<file path="config.mk">
export PLATFORM = sky130hd
export DESIGN_NAME = tsc_top
export DESIGN_NICKNAME = d
export VERILOG_FILES = /design/src/source/tsc_pkg.sv /design/src/source/tsc_counter.sv /design/src/source/tsc_irq_ctrl.sv /design/src/source/tsc_apb_slave.sv /design/src/source/tsc_top.sv
export SDC_FILE = /design/constraint.sdc
export NUM_CORES = 1
export LEC_CHECK = 0
export BUFFER_PORTS_ARGS = -buffer_cell sky130_fd_sc_hd__buf_2
export CORE_ASPECT_RATIO = 0.9
export CORE_MARGIN = 2
export CORE_UTILIZATION = 60
export DETAILED_ROUTE_END_ITERATION = 12
export PLACE_DENSITY = 0.8
export SYNTH_ARGS = -nofsm -noshare
export SYNTH_HDL_FRONTEND = slang
export SYNTH_SLANG_ARGS = --single-unit
</file>
<file path="constraint.sdc">
create_clock -name clk -period 4 [get_ports clk]
set_clock_uncertainty 0.15 [all_clocks]
set_input_delay 0.6 -clock clk [delete_from_list [all_inputs] [get_ports clk]]
set_output_delay 0.6 -clock clk [all_outputs]
set_load 0.01 [all_outputs]
</file>
<file path="src/source/tsc_pkg.sv">
// Shared definitions for the timestamp-counter peripheral
// Bus, register and compare widths
// Address map of the channel and global register blocks
// TCR field layout and per-channel register write request
// APB phase and register select enums
package tsc_pkg;

   // Bus and register width
   localparam int DATA_W = 32;
   // Compare field in TCR
   localparam int CNT_W = 24;
   // APB address width
   localparam int ADDR_W = 12;

   // Global block base, above all channel blocks
   localparam logic [ADDR_W-1:0] GLB_BASE = 12'h800;
   // Offsets inside a channel block
   localparam logic [3:0] OFS_TSR = 4'h0;
   localparam logic [3:0] OFS_TCR = 4'h4;
   // Offsets inside the global block
   localparam logic [3:0] OFS_IMR = 4'h0;
   localparam logic [3:0] OFS_IVR = 4'h4;

   // Timestamp control register, MSB first
   typedef struct packed {
      logic [3:0]       rsvd;   // Read as zero
      logic             rb1;    // Spare, stored and read back
      logic             p;      // Pending
      logic             i;      // Interrupt enable
      logic             en;     // Count enable
      logic [CNT_W-1:0] cmp;    // Compare value against TSR low bits
   } tcr_t;

   // One register write towards a channel
   typedef struct packed {
      logic              tsr_we;
      logic              tcr_we;
      logic [DATA_W-1:0] data;
   } reg_wr_t;

   // APB bus phase
   typedef enum logic [1:0] {
      IDLE,
      SETUP,
      ACCESS
   } apb_state_e;

   // Decoded register target
   typedef enum logic [2:0] {
      TSR,
      TCR,
      IMR,
      IVR,
      NONE
   } reg_sel_e;

endpackage

</file>
<file path="src/source/tsc_counter.sv">
// One timestamp channel
// Free-running TSR with software overwrite
// TCR storage with same-cycle write bypass
// Compare match and pending flop
`timescale 1ns/1ns

module tsc_counter import tsc_pkg::*; (
   input  logic              clk,
   input  logic              rst_n,
   input  reg_wr_t           wr,
   output logic [DATA_W-1:0] tsr,
   output tcr_t              tcr,
   output logic              pend
);

   tcr_t tcr_q;
   tcr_t tcr_eff;
   logic set_p;
   logic clr_p;

   // TCR storage, p and rsvd are not taken from here on read
   always_ff @(posedge clk or negedge rst_n) begin
      if (!rst_n)
         tcr_q <= '0;
      else if (wr.tcr_we)
         tcr_q <= tcr_t'(wr.data);
   end

   // Readable TCR
   always_comb begin
      tcr      = tcr_q;
      tcr.rsvd = '0;
      // Pending comes from the flop
      tcr.p    = pend;
   end

   // New value acts in its own write cycle
   assign tcr_eff = wr.tcr_we ? tcr_t'(wr.data) : tcr;

   // TSR counter, software write first
   always_ff @(posedge clk or negedge rst_n) begin
      if (!rst_n) begin
         tsr <= '0;
      end else if (wr.tsr_we) begin
         tsr <= wr.data;
      end else if (tcr_eff.en) begin
         tsr <= tsr + 1'b1;
      end
   end

   // Match on low TSR bits with interrupt enabled
   assign set_p = tcr_eff.i && (tsr[CNT_W-1:0] == tcr_eff.cmp);
   // Software clear by writing p low
   assign clr_p = wr.tcr_we && !tcr_eff.p;

   // Pending flop, clear wins
   always_ff @(posedge clk or negedge rst_n) begin
      if (!rst_n)
         pend <= 1'b0;
      else if (clr_p)
         pend <= 1'b0;
      else if (set_p)
         pend <= 1'b1;
   end

   // Pending only rises after a cycle with interrupts on
   a_pend_needs_i: assert property (@(posedge clk) disable iff (!rst_n)
      $rose(pend) |-> $past(tcr_eff.i));

endmodule

</file>
<file path="src/source/tsc_irq_ctrl.sv">
// Interrupt block of the timestamp-counter peripheral
// Mask register, one registered interrupt line
// Lowest masked pending channel for IVR
`timescale 1ns/1ns

module tsc_irq_ctrl import tsc_pkg::*; #(
   parameter int NUM_TIMERS = 4
) (
   input  logic                  clk,
   input  logic                  rst_n,
   input  logic [NUM_TIMERS-1:0] pend,
   input  logic                  imr_we,
   input  logic [NUM_TIMERS-1:0] imr_data,
   output logic [NUM_TIMERS-1:0] imr,
   output logic [DATA_W-1:0]     ivr,
   output logic                  irq
);

   // Channel number width, one bit at least
   localparam int IDX_W = (NUM_TIMERS > 1) ? $clog2(NUM_TIMERS) : 1;

   logic [NUM_TIMERS-1:0] masked;
   logic [IDX_W-1:0]      low_idx;

   // Mask register, set bit enables the channel
   always_ff @(posedge clk or negedge rst_n) begin
      if (!rst_n)
         imr <= '0;
      else if (imr_we)
         imr <= imr_data;
   end

   assign masked = pend & imr;

   // One cycle behind the masked pending bits
   always_ff @(posedge clk or negedge rst_n) begin
      if (!rst_n)
         irq <= 1'b0;
      else
         irq <= |masked;
   end

   // Priority encoder, scan down so the lowest channel wins
   always_comb begin
      low_idx = '0;
      for (int k = NUM_TIMERS - 1; k >= 0; k--) begin
         if (masked[k])
            low_idx = IDX_W'(k);
      end
   end

   // Any-pending flag on top, channel number at the bottom
   always_comb begin
      ivr                = '0;
      ivr[DATA_W-1]      = |masked;
      ivr[IDX_W-1:0]     = low_idx;
   end

   // irq only follows an earlier masked pending bit
   a_irq_cause: assert property (@(posedge clk) disable iff (!rst_n)
      irq |-> $past(|masked));

endmodule

</file>
<file path="src/source/tsc_apb_slave.sv">
// APB slave of the timestamp-counter peripheral
// Bus phase register and address decode
// Per-channel TSR/TCR write strobes and mask write
// Read data mux and error response
`timescale 1ns/1ns

module tsc_apb_slave import tsc_pkg::*; #(
   parameter int NUM_TIMERS = 4
) (
   input  logic                              clk,
   input  logic                              rst_n,
   // APB
   input  logic [ADDR_W-1:0]                 paddr,
   input  logic                              psel,
   input  logic                              penable,
   input  logic                              pwrite,
   input  logic [DATA_W-1:0]                 pwdata,
   output logic [DATA_W-1:0]                 prdata,
   output logic                              pready,
   output logic                              pslverr,
   // Channel registers
   input  logic [NUM_TIMERS-1:0][DATA_W-1:0] ch_tsr,
   input  tcr_t [NUM_TIMERS-1:0]             ch_tcr,
   output reg_wr_t [NUM_TIMERS-1:0]          ch_wr,
   // Interrupt block
   input  logic [NUM_TIMERS-1:0]             imr,
   input  logic [DATA_W-1:0]                 ivr,
   output logic                              imr_we,
   output logic [NUM_TIMERS-1:0]             imr_data
);

   // Channel index sits between the global bit and the offset
   localparam int IDX_W = ADDR_W - 5;

   apb_state_e              state_q;
   apb_state_e              phase;
   reg_sel_e                sel;
   logic [IDX_W-1:0]        ch_idx;
   logic [3:0]              ofs;
   logic                    access;
   logic                    wr_ok;
   logic [2*NUM_TIMERS:0]   strobes;

   // Phase on the bus this cycle
   always_comb begin
      if (!psel)
         phase = IDLE;
      else if (!penable)
         phase = SETUP;
      else
         phase = ACCESS;
   end

   // Remember last phase so ACCESS is only taken after SETUP
   always_ff @(posedge clk or negedge rst_n) begin
      if (!rst_n)
         state_q <= IDLE;
      else
         state_q <= phase;
   end

   assign access = (phase == ACCESS) && (state_q == SETUP);

   // Address split
   assign ch_idx = paddr[ADDR_W-2:4];
   assign ofs    = paddr[3:0];

   always_comb begin
      sel = NONE;
      if (paddr[ADDR_W-1:4] == GLB_BASE[ADDR_W-1:4]) begin
         // Global block
         if (ofs == OFS_IMR)
            sel = IMR;
         else if (ofs == OFS_IVR)
            sel = IVR;
      end else if (!paddr[ADDR_W-1] && (int'(ch_idx) < NUM_TIMERS)) begin
         // Implemented channel
         if (ofs == OFS_TSR)
            sel = TSR;
         else if (ofs == OFS_TCR)
            sel = TCR;
      end
   end

   // Writes land at the edge closing ACCESS; IVR is read-only
   assign wr_ok = access && pwrite && (sel != NONE);

   always_comb begin
      for (int k = 0; k < NUM_TIMERS; k++) begin
         ch_wr[k].tsr_we = wr_ok && (sel == TSR) && (int'(ch_idx) == k);
         ch_wr[k].tcr_we = wr_ok && (sel == TCR) && (int'(ch_idx) == k);
         ch_wr[k].data   = pwdata;
         strobes[2*k]    = ch_wr[k].tsr_we;
         strobes[2*k+1]  = ch_wr[k].tcr_we;
      end
      strobes[2*NUM_TIMERS] = imr_we;
   end

   assign imr_we   = wr_ok && (sel == IMR);
   assign imr_data = pwdata[NUM_TIMERS-1:0];

   // Read mux, only driven in ACCESS
   always_comb begin
      prdata = '0;
      if (access && !pwrite) begin
         case (sel)
            TSR: begin
               for (int k = 0; k < NUM_TIMERS; k++) begin
                  if (int'(ch_idx) == k)
                     prdata = ch_tsr[k];
               end
            end
            TCR: begin
               for (int k = 0; k < NUM_TIMERS; k++) begin
                  if (int'(ch_idx) == k)
                     prdata = ch_tcr[k];
               end
            end
            IMR:     prdata[NUM_TIMERS-1:0] = imr;
            IVR:     prdata = ivr;
            default: prdata = '0;
         endcase
      end
   end

   // Zero wait states, error for unmapped targets
   assign pready  = 1'b1;
   assign pslverr = access && (sel == NONE);

   // Master never enables without selecting
   a_penable_psel: assert property (@(posedge clk) disable iff (!rst_n)
      penable |-> psel);

   // A transfer touches one register at most
   a_one_strobe: assert property (@(posedge clk) disable iff (!rst_n)
      $onehot0(strobes));

endmodule

</file>
<file path="src/source/tsc_top.sv">
// Top level of the timestamp-counter peripheral
// APB slave, one counter per channel, interrupt block
`timescale 1ns/1ns

module tsc_top import tsc_pkg::*; #(
   parameter int NUM_TIMERS = 4
) (
   input  logic              clk,
   input  logic              rst_n,
   // APB
   input  logic [ADDR_W-1:0] paddr,
   input  logic              psel,
   input  logic              penable,
   input  logic              pwrite,
   input  logic [DATA_W-1:0] pwdata,
   output logic [DATA_W-1:0] prdata,
   output logic              pready,
   output logic              pslverr,
   // Interrupt
   output logic              irq
);

   reg_wr_t [NUM_TIMERS-1:0]             ch_wr;
   logic [NUM_TIMERS-1:0][DATA_W-1:0]    ch_tsr;
   tcr_t [NUM_TIMERS-1:0]                ch_tcr;
   logic [NUM_TIMERS-1:0]                pend;
   logic                                 imr_we;
   logic [NUM_TIMERS-1:0]                imr_data;
   logic [NUM_TIMERS-1:0]                imr;
   logic [DATA_W-1:0]                    ivr;

   // Bus side
   tsc_apb_slave #(.NUM_TIMERS(NUM_TIMERS)) apb_i (
      .clk      (clk),
      .rst_n    (rst_n),
      .paddr    (paddr),
      .psel     (psel),
      .penable  (penable),
      .pwrite   (pwrite),
      .pwdata   (pwdata),
      .prdata   (prdata),
      .pready   (pready),
      .pslverr  (pslverr),
      .ch_tsr   (ch_tsr),
      .ch_tcr   (ch_tcr),
      .ch_wr    (ch_wr),
      .imr      (imr),
      .ivr      (ivr),
      .imr_we   (imr_we),
      .imr_data (imr_data)
   );

   // Channels
   for (genvar k = 0; k < NUM_TIMERS; k++) begin : g_ch
      tsc_counter cnt_i (
         .clk   (clk),
         .rst_n (rst_n),
         .wr    (ch_wr[k]),
         .tsr   (ch_tsr[k]),
         .tcr   (ch_tcr[k]),
         .pend  (pend[k])
      );
   end

   // Interrupt combine
   tsc_irq_ctrl #(.NUM_TIMERS(NUM_TIMERS)) irq_i (
      .clk      (clk),
      .rst_n    (rst_n),
      .pend     (pend),
      .imr_we   (imr_we),
      .imr_data (imr_data),
      .imr      (imr),
      .ivr      (ivr),
      .irq      (irq)
   );

endmodule

</file>
==> results of run 1 <==
power by group through the flow:
stage / clock (mW) / sequential (mW) / combinational, mW
after floorplan: 0 / 2.55 / 0.123
after global placement: 0 / 2.55 / 0.312
after detailed placement: 0 / 2.55 / 0.314
after CTS: 2.62 / 2.50 / 0.316
after global routing: 2.72 / 2.50 / 0.338
final: 2.64 / 2.50 / 0.328
path summary, 6_finish.rpt:
path | from | end | slack, ns | depth (start not counted)
worst max register to register | apb_i.state_q[1]$_DFF_PN0_ | g_ch[1].cnt_i.tsr[28]$_DFFE_PN0P_ | 0.22 | 9
min in group asynchronous | rst_n | g_ch[1].cnt_i.tsr[16]$_DFFE_PN0P_ | 0.53 | 2
worst max-delay path | apb_i.state_q[1]$_DFF_PN0_ | g_ch[1].cnt_i.tsr[28]$_DFFE_PN0P_ | 0.22 | 9
worst min-delay path | penable | apb_i.state_q[0]$_DFF_PN0_ | 0.08 | 2
max in group asynchronous | rst_n | g_ch[2].cnt_i.tcr[27]$_DFFE_PN0P_ | 2.16 | 3
worst min register to register | g_ch[2].cnt_i.tcr[19]$_DFFE_PN0P_ | g_ch[2].cnt_i.tcr[19]$_DFFE_PN0P_ | 0.34 | 2
flip-flops by register name, summed over array words and instances, names as in the netlist:
signal / flops
g_ch.cnt_i.pend: 4
irq_i.imr: 4
g_ch.cnt_i.tcr: 108
irq_i.irq: 1
apb_i.state_q: 2
g_ch.cnt_i.tsr: 128
layout make-up:
| type | instances | area, um2 |
|---|---|---|
| well taps | 348 | 435 |
| diodes | 2 | 5.00 |
| fillers | 2153 | 8250 |
| multi-input cells | 1379 | 8930 |
| flip-flops and latches | 247 | 6180 |
| clock buffers | 41 | 851 |
| repair buffers | 151 | 1050 |
| inverters | 78 | 293 |
| clock inverters | 10 | 77.6 |
cell usage in the layout (no fill, tap or decap), types with 5 or more instances in the layout:
master,netlist,final
buf_12,0,8
nor2_1,69,65
nor2b_1,6,6
inv_1,77,77
o21ai_0,219,219
nor4_1,22,22
clkinv_2,0,8
a21oi_1,92,92
a221oi_1,9,9
a2111oi_0,5,5
mux2i_1,7,7
xor2_1,80,80
buf_2,3,80
or4_1,6,6
or2_2,8,8
nand2_1,237,236
o22ai_1,15,15
clkbuf_8,0,8
xnor2_1,102,102
mux2_2,116,116
a211oi_1,6,6
buf_4,1,60
dfrtp_1,247,247
nand3_1,92,92
and3_1,41,41
nor3_1,24,23
clkbuf_16,0,29
o2bb2ai_1,5,5
and2_1,13,13
o2111ai_1,6,6
nand2b_1,11,11
o221ai_1,63,63
a31oi_1,7,7
nand4_1,50,50
per-stage QoR:
step           hold slack (ns)  cell area [um2]  instances
5_1_grt                 0.0786            17800       2254
2_1_floorplan            0.154            15900       1845
4_1_cts                 0.0733            17800       2254
6_report                0.0772            17800       2256
3_3_place_gp             0.312            16900       2202
3_5_place_dp             0.325            16900       2202
layer usage:
layer | up-vias | track usage, % | share of wire (%)
met5 | - | 0 | 0
met4 | 0 | 24.0 | 6.4
met3 | 269 | 14.5 | 14
met2 | 1156 | 69.2 | 42
met1 | 7475 | 61.7 | 38
li1 | 6684 | - | -
worst max-delay path, stage by stage (launching register included):
cell	delay [ns]
dfrtp_1	0.37
and4b_1	0.35
and4_1	0.53
buf_4	0.39
nand3_1	0.25
a2111oi_1	0.92
buf_4	0.28
nand3_1	0.10
xor2_1	0.15
o21ai_0	0.18
kinds of logic (layout without fill, tap and decap cells):
family / Yosys count / count (layout) / synth area share (%)
AND/OR/NAND/NOR: 598 / 598 / 18.2
AO/OA/AOI/OAI: 470 / 470 / 18.5
flip-flops: 247 / 247 / 38.9
buffers and inverters: 219 / 280 / 5.22
XOR/XNOR: 182 / 182 / 10.0
multiplexers: 124 / 124 / 8.80
adder cells (fa/ha/maj): 4 / 4 / 0.315
other: 1 / 3 / 0.0236
==> flow_metrics.py, run 1 <==
metrics = {
    "timing": {
        "worst_slew_margin_rel_pct": 33.7,
        "setup_repair_after_global_routing_missed_its_margin": "no",
        "final_period_demand_of_the_worst_path_ns": 3.78,
        "maxSlewViolCount": 0,
        "setup_viol_count_final": 0,
        "fin_ws_ns": 0.222,
        "final_hold_violation_count": 0,
        "fin_tns_setup_ns": 0,
        "worst_slew_pin_slew_ns": 0.992,
        "post-route-period-util_pct": 94.5,
        "max_freq_mhz": 265,
    },
    "setup_path": {
        "path_class": "reg2reg",
        "critical_path_peak_fanout": 20,
        "cp.arrival_ns": 4.08,
        "worstSetupEndpointType": "register",
        "crit_required_ns": 4.31,
        "worstSetupStartpointType": "register",
    },
    "synth": {
        "synth_top_cells_by_count": "dfrtp_1 (247), nand2_1 (237), o21ai_0 (219)",
        "cell_count_after_synthesis": 1845,
        "syn_area_mm2": 0.0159,
        "synth_area_leader_cell": "dfrtp_1",
        "synth.most_common_cell": "dfrtp_1",
        "count_of_different_cell_masters_after_synthesis": 68,
        "seq_cells_post_synth": 247,
        "postSynthNetCount": 1898,
        "dominant_register_cell_in_the_synthesized_netlist": "dfrtp_1",
        "yosysWarningCount": 0,
        "avg_synthesized_cell_area_um2": 8.61,
        "synth-edff-count": 0,
        "asyncSetResetFlopFracSynth_pct": 100,
        "synth_top_cell_area_share_pct": 38.9,
        "synth_seq_area_share_pct": 38.9,
        "synth.area.top_cells": "dfrtp_1 (39%), mux2_2 (8.2%), o21ai_0 (6.9%)",
    },
    "grt": {
        "number_of_global_route_vias_before_repair": 14786,
        "pin_count_of_the_biggest_net_entering_global_routing": 125,
        "globalRoute.totalOverflow": 0,
        "antenna_found_initial": 2,
        "grt_pass1_wl_um": 94900,
        "grt_usage_pct": 46.6,
    },
    "floorplan": {
        "die_area_mm2": 0.0278,
        "number_of_rows_created_at_floorplan": 56,
        "ios": 84,
        "start_util_pct": 61.0,
        "die_height_um": 158,
        "overall_die_width_um": 176,
        "core-area_mm2": 0.0261,
    },
    "clock_tree": {
        "insertion_delay_ns": 0.57,
        "cts_tree": "done",
        "cts.repair_timing.setup_buffer_count": 0,
        "cts.htree.levels": 1,
        "clock-root-buffer": "clkbuf_16",
        "ctsHoldBuffers": 1,
        "clk_pin_slew_worst_paths_ns": 0.06,
        "number_of_buffers_added_by_the_clock_tree_synthesis_step": 28,
        "cts_max_path_buffers": 3,
        "cts_num_sinks": 247,
        "cts_resized": 0,
    },
    "pwr": {
        "netSwitchingFraction_pct": 24.9,
        "power_mw": 5.47,
        "power_density_mw_per_mm2": 307,
        "clock_share_of_power_pct": 48.2,
        "power_report.internal_total_mw": 4.10,
        "net-switching-power_mw": 1.36,
        "seq_power_share_pct": 45.8,
        "p_comb_share_pct": 6.0,
        "vdd_drop_max_uv": 296,
        "power_leakage_nw": 7.70,
    },
    "drt": {
        "routed_wl_um": 65000,
        "postRouteAntennaNets": 0,
        "drt_pre_antenna_iters": 6,
        "via_density": 6.91,
        "dr_vias": 15584,
        "wl_per_cell_um": 28.8,
        "drt_iter0_drc": 2119,
        "detail_route.drc_violations": 0,
    },
    "min_path": {
        "hold_path_class": "in2reg",
    },
    "place": {
        "gp_congestion": 1.07,
        "detailedPlacementHpwl_um": 47600,
        "numPortBuffers": 82,
        "dpl_worst_slack_ns": 0.114,
    },
    "cells_and_area": {
        "area_delta_synth_final_pct": 12.1,
        "post-route-util_pct": 68.4,
        "layout-drive-gt1-share_pct": 17.9,
        "finalNetCount": 1938,
    },
    "job": {
        "timing.max_cap.violations": 0,
    },
    "run_status": {
        "run_status": "finished, final reports clean",
    },
}
Note: power is estimated with default switching activity, not from simulation.
==> run 2, diff against run 1 <==
--- a/config.mk
+++ b/config.mk
@@ -9,6 +9,7 @@
 export CORE_ASPECT_RATIO = 0.9
 export CORE_MARGIN = 2
 export CORE_UTILIZATION = 60
+export CTS_BUF_LIST = sky130_fd_sc_hd__clkbuf_4
 export DETAILED_ROUTE_END_ITERATION = 12
 export PLACE_DENSITY = 0.8
 export SYNTH_ARGS = -nofsm -noshare
==> flow_metrics.py, run 2 (same netlist as run 1, synthesis figures left out) <==
metrics = {
    "drt": {
        "met3_length_um": 8950,
        "wl_per_cell_um": 28.2,
        "drt_iter0_drc": 2432,
        "routed_wl_um": 65500,
        "dr_vias": 15882,
        "wirelength_met1_um": 25200,
        "drt_pre_antenna_iters": 7,
        "postRouteAntennaNets": 0,
        "detail_route.drc_violations": 0,
        "via_density": 6.85,
        "top_layer": "met4",
        "wire_length_on_met2_um": 26900,
    },
    "clock_tree": {
        "cts_num_sinks": 247,
        "insertion_delay_ns": 0.73,
        "cts_tree": "done",
        "number_of_buffers_added_by_the_clock_tree_synthesis_step": 69,
        "cts.htree.levels": 3,
        "clock-root-buffer": "clkbuf_4",
        "cts_max_path_buffers": 3,
        "clk_pin_slew_worst_paths_ns": 0.06,
    },
    "floorplan": {
        "start_util_pct": 61.0,
        "overall_die_width_um": 176,
        "core-area_mm2": 0.0261,
        "number_of_rows_created_at_floorplan": 56,
        "ios": 84,
        "die_area_mm2": 0.0278,
        "die_height_um": 158,
    },
    "cells_and_area": {
        "area_delta_synth_final_pct": 11.4,
        "final_common_cell": "dfrtp_1",
        "largest_register": "g_ch.cnt_i.tsr",
        "ff_latch_area_mm2": 0.00618,
        "post_layout_nonfiller_instances": 2320,
        "layout-drive-gt1-share_pct": 19.9,
        "finalNetCount": 1983,
        "layout.cells.most_common_list": "dfrtp_1 (247), nand2_1 (236), o21ai_0 (219)",
        "largest_reg_flops": 128,
        "multi_input_comb_area_mm2": 0.00893,
        "fill_cells": 2187,
    },
    "setup_path": {
        "path_class": "in2reg",
        "rr_startpoint": "apb_i.state_q[1]$_DFF_PN0_",
        "crit_slowest_cell": "dlygate4sd3_1",
        "worstSetupEndpointType": "register",
        "critical_path_peak_fanout": 20,
        "r2r_end": "g_ch[0].cnt_i.pend$_DFFE_PN0P_",
        "worst_setup_slack_for_register_to_register_paths_ns": 0.37,
        "crit_required_ns": 4.46,
        "worstSetupStartpointType": "primary input",
        "critPathMostFrequentCell": "buf_4",
        "crit_start": "penable",
        "cpPeakStageDelay_ns": 0.53,
        "cp.arrival_ns": 4.22,
        "crit_chain": "dlygate4sd3_1 > buf_2 > and4b_1 > and4_1 > buf_4 > buf_4 > nand3_1 > and3_1 > nor4_1 > nand4_1 > o31ai_1",
        "worstRegToRegCells": 9,
    },
    "min_path": {
        "hold_path_class": "in2reg",
        "timing.hold.worst_path_depth": 3,
        "start_point_of_the_worst_min_delay_path": "pwdata[29]",
        "timing.hold.worst_endpoint": "g_ch[3].cnt_i.tsr[29]$_DFFE_PN0P_",
    },
    "place": {
        "dp_cells": 2202,
        "gp_congestion": 1.07,
        "detailedPlacementHpwl_um": 47600,
        "numPortBuffers": 82,
    },
    "grt": {
        "globalRoute.totalOverflow": 0,
        "grt_usage_pct": 47.2,
        "antenna_found_initial": 2,
        "number_of_global_route_vias_before_repair": 14951,
        "pin_count_of_the_biggest_net_entering_global_routing": 125,
        "grt_pass1_wl_um": 95400,
    },
    "timing": {
        "setup_repair_after_global_routing_missed_its_margin": "no",
        "final_period_demand_of_the_worst_path_ns": 3.76,
        "final_hold_violation_count": 0,
        "worst_slew_pin_slew_ns": 0.886,
        "max_freq_mhz": 266,
        "fin_tns_setup_ns": 0,
        "setup_viol_count_final": 0,
        "worst_slew_margin_rel_pct": 40.9,
        "maxSlewViolCount": 0,
        "post-route-period-util_pct": 94.0,
    },
    "pwr": {
        "power_leakage_nw": 7.72,
        "vdd_drop_max_uv": 230,
        "power_density_mw_per_mm2": 286,
    },
    "job": {
        "timing.max_cap.violations": 0,
    },
    "run_status": {
        "run_status": "finished, final reports clean",
    },
}
[run 2: worst max-delay path, delay by kind of cell]
kind	cells	cell delay (ns)
buffers and inverters	4	1.32
AND/OR/NAND/NOR	6	1.96
AO/OA/AOI/OAI	1	0.32
[run 2: area by class of cell]
| type | count | area share [%] |
|---|---|---|
| clock inverters | 15 | 0.318 |
| inverters | 78 | 1.65 |
| diodes | 2 | 0.0283 |
| clock buffers | 96 | 4.07 |
| well taps | 348 | 2.46 |
| repair buffers | 155 | 6.14 |
| multi-input cells | 1379 | 50.4 |
| flip-flops and latches | 247 | 34.9 |
[run 2: per-stage QoR]
step | power, mW | setup WS (ns) | util [%] | hold WS, ns | cell area (um2)
floorplan | 2.67 | 0.648 | - | 0.154 | 15900
global route | 5.18 | 0.0157 | 67.9 | 0.0638 | 17700
global placement | 2.86 | 0.230 | 64.7 | 0.312 | 16900
CTS | 5.04 | 0.344 | 67.9 | 0.0194 | 17700
detailed placement | 2.86 | 0.114 | 64.7 | 0.325 | 16900
finish | 5.06 | 0.238 | 67.9 | 0.0303 | 17700
[run 2: what timing repair did]
item / 4_1_cts / 5_1_grt
hold buffers: 5 / 0
buffers inserted: 0 / 0
gates resized for setup: 0 / 1
hold endpoints to repair: 99 / 0
setup endpoints to repair: 0 / 1
[run 2: worst max path at each step]
| stage | slack, ns | endpoint |
|---|---|---|
| 3_3_place_gp | 0.23 | g_ch[1].cnt_i.tsr[26]$_DFFE_PN0P_ |
| 2_1_floorplan | 0.65 | prdata[10] |
| 3_5_place_dp | 0.11 | g_ch[1].cnt_i.tsr[28]$_DFFE_PN0P_ |
| 6_report | 0.24 | g_ch[0].cnt_i.pend$_DFFE_PN0P_ |
| 5_1_grt | 0.02 | g_ch[1].cnt_i.tsr[15]$_DFFE_PN0P_ |
| 4_1_cts | 0.34 | g_ch[1].cnt_i.tsr[28]$_DFFE_PN0P_ |
[run 2: metal layers]
metal,vias up,GRT usage [%]
li1,6803,-
met1,7557,62.5
met2,1232,68.9
met3,290,14.6
met4,0,26.6
met5,-,0
[run 2: power by group]
group / switching (mW) / leakage (nW) / internal, mW
sequential: 0.00139 / 3.31 / 2.50
combinational: 0.254 / 3.95 / 0.0767
clock: 1.14 / 0.468 / 1.09
==> run 3, diff against run 2 <==
--- a/config.mk
+++ b/config.mk
@@ -8,10 +8,10 @@
 export BUFFER_PORTS_ARGS = -buffer_cell sky130_fd_sc_hd__buf_2
 export CORE_ASPECT_RATIO = 0.9
 export CORE_MARGIN = 2
-export CORE_UTILIZATION = 60
+export CORE_UTILIZATION = 25
 export CTS_BUF_LIST = sky130_fd_sc_hd__clkbuf_4
 export DETAILED_ROUTE_END_ITERATION = 12
-export PLACE_DENSITY = 0.8
+export PLACE_DENSITY = 0.41
 export SYNTH_ARGS = -nofsm -noshare
 export SYNTH_HDL_FRONTEND = slang
 export SYNTH_SLANG_ARGS = --single-unit
==> constraint.sdc (replaced) <==
create_clock -name clk -period 4 [get_ports clk]
set_clock_uncertainty 0.15 [all_clocks]
set_input_delay 1 -clock clk [delete_from_list [all_inputs] [get_ports clk]]
set_output_delay 1 -clock clk [all_outputs]
set_load 0.01 [all_outputs]
==> flow_metrics.py, run 3 (same netlist as run 1, synthesis figures left out) <==
metrics = {
    "timing": {
        "final_hold_violation_count": 0,
        "setup_repair_after_global_routing_missed_its_margin": "yes",
        "fin_ws_ns": -0.0153,
        "max_freq_mhz": 249,
        "worst_slew_margin_rel_pct": 39.1,
        "maxSlewViolCount": 0,
        "post-route-period-util_pct": 100,
        "setup_viol_count_final": 1,
        "fin_tns_setup_ns": -0.0153,
        "final_period_demand_of_the_worst_path_ns": 4.02,
        "worst_slew_pin_slew_ns": 0.905,
    },
    "pwr": {
        "power_leakage_nw": 8.27,
        "power_density_mw_per_mm2": 279,
        "vdd_drop_max_uv": 158,
    },
    "setup_path": {
        "cp.arrival_ns": 2.87,
        "cpPeakStageDelay_ns": 0.32,
        "worstSetupStartpointType": "primary input",
        "path_class": "in2out",
        "crit_required_ns": 2.85,
        "critical_path_peak_fanout": 7,
        "crit_chain": "buf_4 > nor4_4 > nand3_2 > nor3_4 > buf_6 > buf_4 > o221ai_1 > a21oi_1 > buf_4 > buf_2",
        "worstSetupEndpointType": "output port",
        "critPathMostFrequentCell": "buf_4",
        "crit_slowest_cell": "nor4_4",
    },
    "grt": {
        "grt_usage_pct": 23.4,
        "grt_pass1_wl_um": 111000,
        "globalRoute.totalOverflow": 0,
        "pin_count_of_the_biggest_net_entering_global_routing": 79,
        "antenna_found_initial": 5,
        "number_of_global_route_vias_before_repair": 14971,
    },
    "cells_and_area": {
        "layout-drive-gt1-share_pct": 24.7,
        "largest_reg_flops": 128,
        "post-route-util_pct": 30.8,
        "finalNetCount": 2071,
        "area_delta_synth_final_pct": 21.8,
        "layout.cells.most_common_list": "dfrtp_1 (247), nand2_1 (236), o21ai_0 (219)",
        "largest_register": "g_ch.cnt_i.tsr",
        "final_common_cell": "dfrtp_1",
        "final_area_mm2": 0.0194,
    },
    "drt": {
        "drt_iter0_drc": 1810,
        "drt_pre_antenna_iters": 5,
        "via_density": 5.36,
        "postRouteAntennaNets": 0,
        "wl_per_cell_um": 26.6,
        "routed_wl_um": 77600,
        "dr_vias": 15641,
        "detail_route.drc_violations": 0,
    },
    "clock_tree": {
        "number_of_buffers_added_by_the_clock_tree_synthesis_step": 78,
        "insertion_delay_ns": 0.85,
        "cts_tree": "done",
        "cts.htree.levels": 3,
        "clk_pin_slew_worst_paths_ns": 0.06,
        "cts_max_path_buffers": 3,
        "cts_num_sinks": 247,
        "clock-root-buffer": "clkbuf_4",
    },
    "floorplan": {
        "number_of_rows_created_at_floorplan": 87,
        "ios": 84,
        "die_area_mm2": 0.0656,
        "die_height_um": 243,
        "core-area_mm2": 0.0628,
        "start_util_pct": 25.3,
        "overall_die_width_um": 270,
    },
    "job": {
        "timing.max_cap.violations": 0,
    },
    "place": {
        "gp_congestion": 0.942,
        "detailedPlacementHpwl_um": 58600,
        "numPortBuffers": 82,
        "dpl_worst_slack_ns": -0.256,
        "placedInstanceArea_mm2": 0.0182,
    },
    "run_status": {
        "run_status": "complete, but fails checks",
        "violations": "negative setup slack",
    },
    "min_path": {
        "hold_path_class": "in2reg",
    },
}
==> run 3: changes by cell type in the layout (fill, tap and decap cells not counted), moves of 4 or more <==
cell	before	now
buf_4	60	127
buf_12	8	21
a21oi_1	92	83
a21oi_2	0	9
clkbuf_4	96	103
o221ai_1	63	56
o221ai_2	0	7
diode_2	2	8
buf_6	1	5
dlygate4sd3_1	5	1
==> run 3: critical path: cells and delay by family <==
family,cells,cell delay [ns]
simple gates,3,0.77
buf+inv,5,0.66
compound gates,2,0.43
==> run 3: metrics by stage <==
stage          total power [mW]  cells  hold slack [ns]
2_1_floorplan              2.67   1845            0.290
6_report                   5.41   2917            0.207
5_1_grt                    5.65   2916            0.132
4_1_cts                    5.47   2903            0.152
3_5_place_dp               2.92   2776            0.325
3_3_place_gp               2.92   2776            0.311
==> run 3: layout make-up <==
| class | count | area, um2 |
|---|---|---|
| antenna | 8 | 20.0 |
| clock buffer | 103 | 773 |
| clock inverter | 23 | 115 |
| fill | 6713 | 43400 |
| inverter | 78 | 293 |
| multi-input combinational | 1379 | 9050 |
| sequential | 247 | 6180 |
| tap | 845 | 1060 |
| timing repair buffer | 234 | 1870 |
==> run 3: final timing paths <==
check	start	end	slack, ns	cells after the start
worst max-delay path	paddr[7]	prdata[22]	-0.02	10
min in group asynchronous	rst_n	g_ch[3].cnt_i.tsr[27]$_DFFE_PN0P_	0.57	2
worst max register to register	g_ch[0].cnt_i.tsr[4]$_DFFE_PN0P_	g_ch[0].cnt_i.tsr[26]$_DFFE_PN0P_	0.38	8
worst min-delay path	penable	apb_i.state_q[0]$_DFF_PN0_	0.21	2
max in group asynchronous	rst_n	g_ch[2].cnt_i.tcr[7]$_DFFE_PN0P_	2.16	3
worst min register to register	g_ch[2].cnt_i.tcr[19]$_DFFE_PN0P_	g_ch[2].cnt_i.tcr[19]$_DFFE_PN0P_	0.34	2
==> run 3: report_power, final <==
part	switching, mW	leakage (nW)	internal, mW
combinational	0.282	4.42	0.0927
sequential	0.00140	3.31	2.50
clock	1.28	0.535	1.25
total	1.57	8.27	3.84
==> run 3: repair_timing <==
item,4_1_cts,5_1_grt
gates resized for setup,4,23
setup endpoints to repair,21,27
pin swaps,0,22
gates cloned,0,2
hold buffers,1,0
setup buffers,0,4
hold endpoints to repair,37,0
==> run 3: per-layer routing <==
metal,vias up,track usage [%],share of wire (%)
met5,-,0,0.015
met4,2,7.09,2.8
met3,124,7.51,9.9
met2,752,31.4,40
met1,7763,34.8,48
li1,7000,-,-
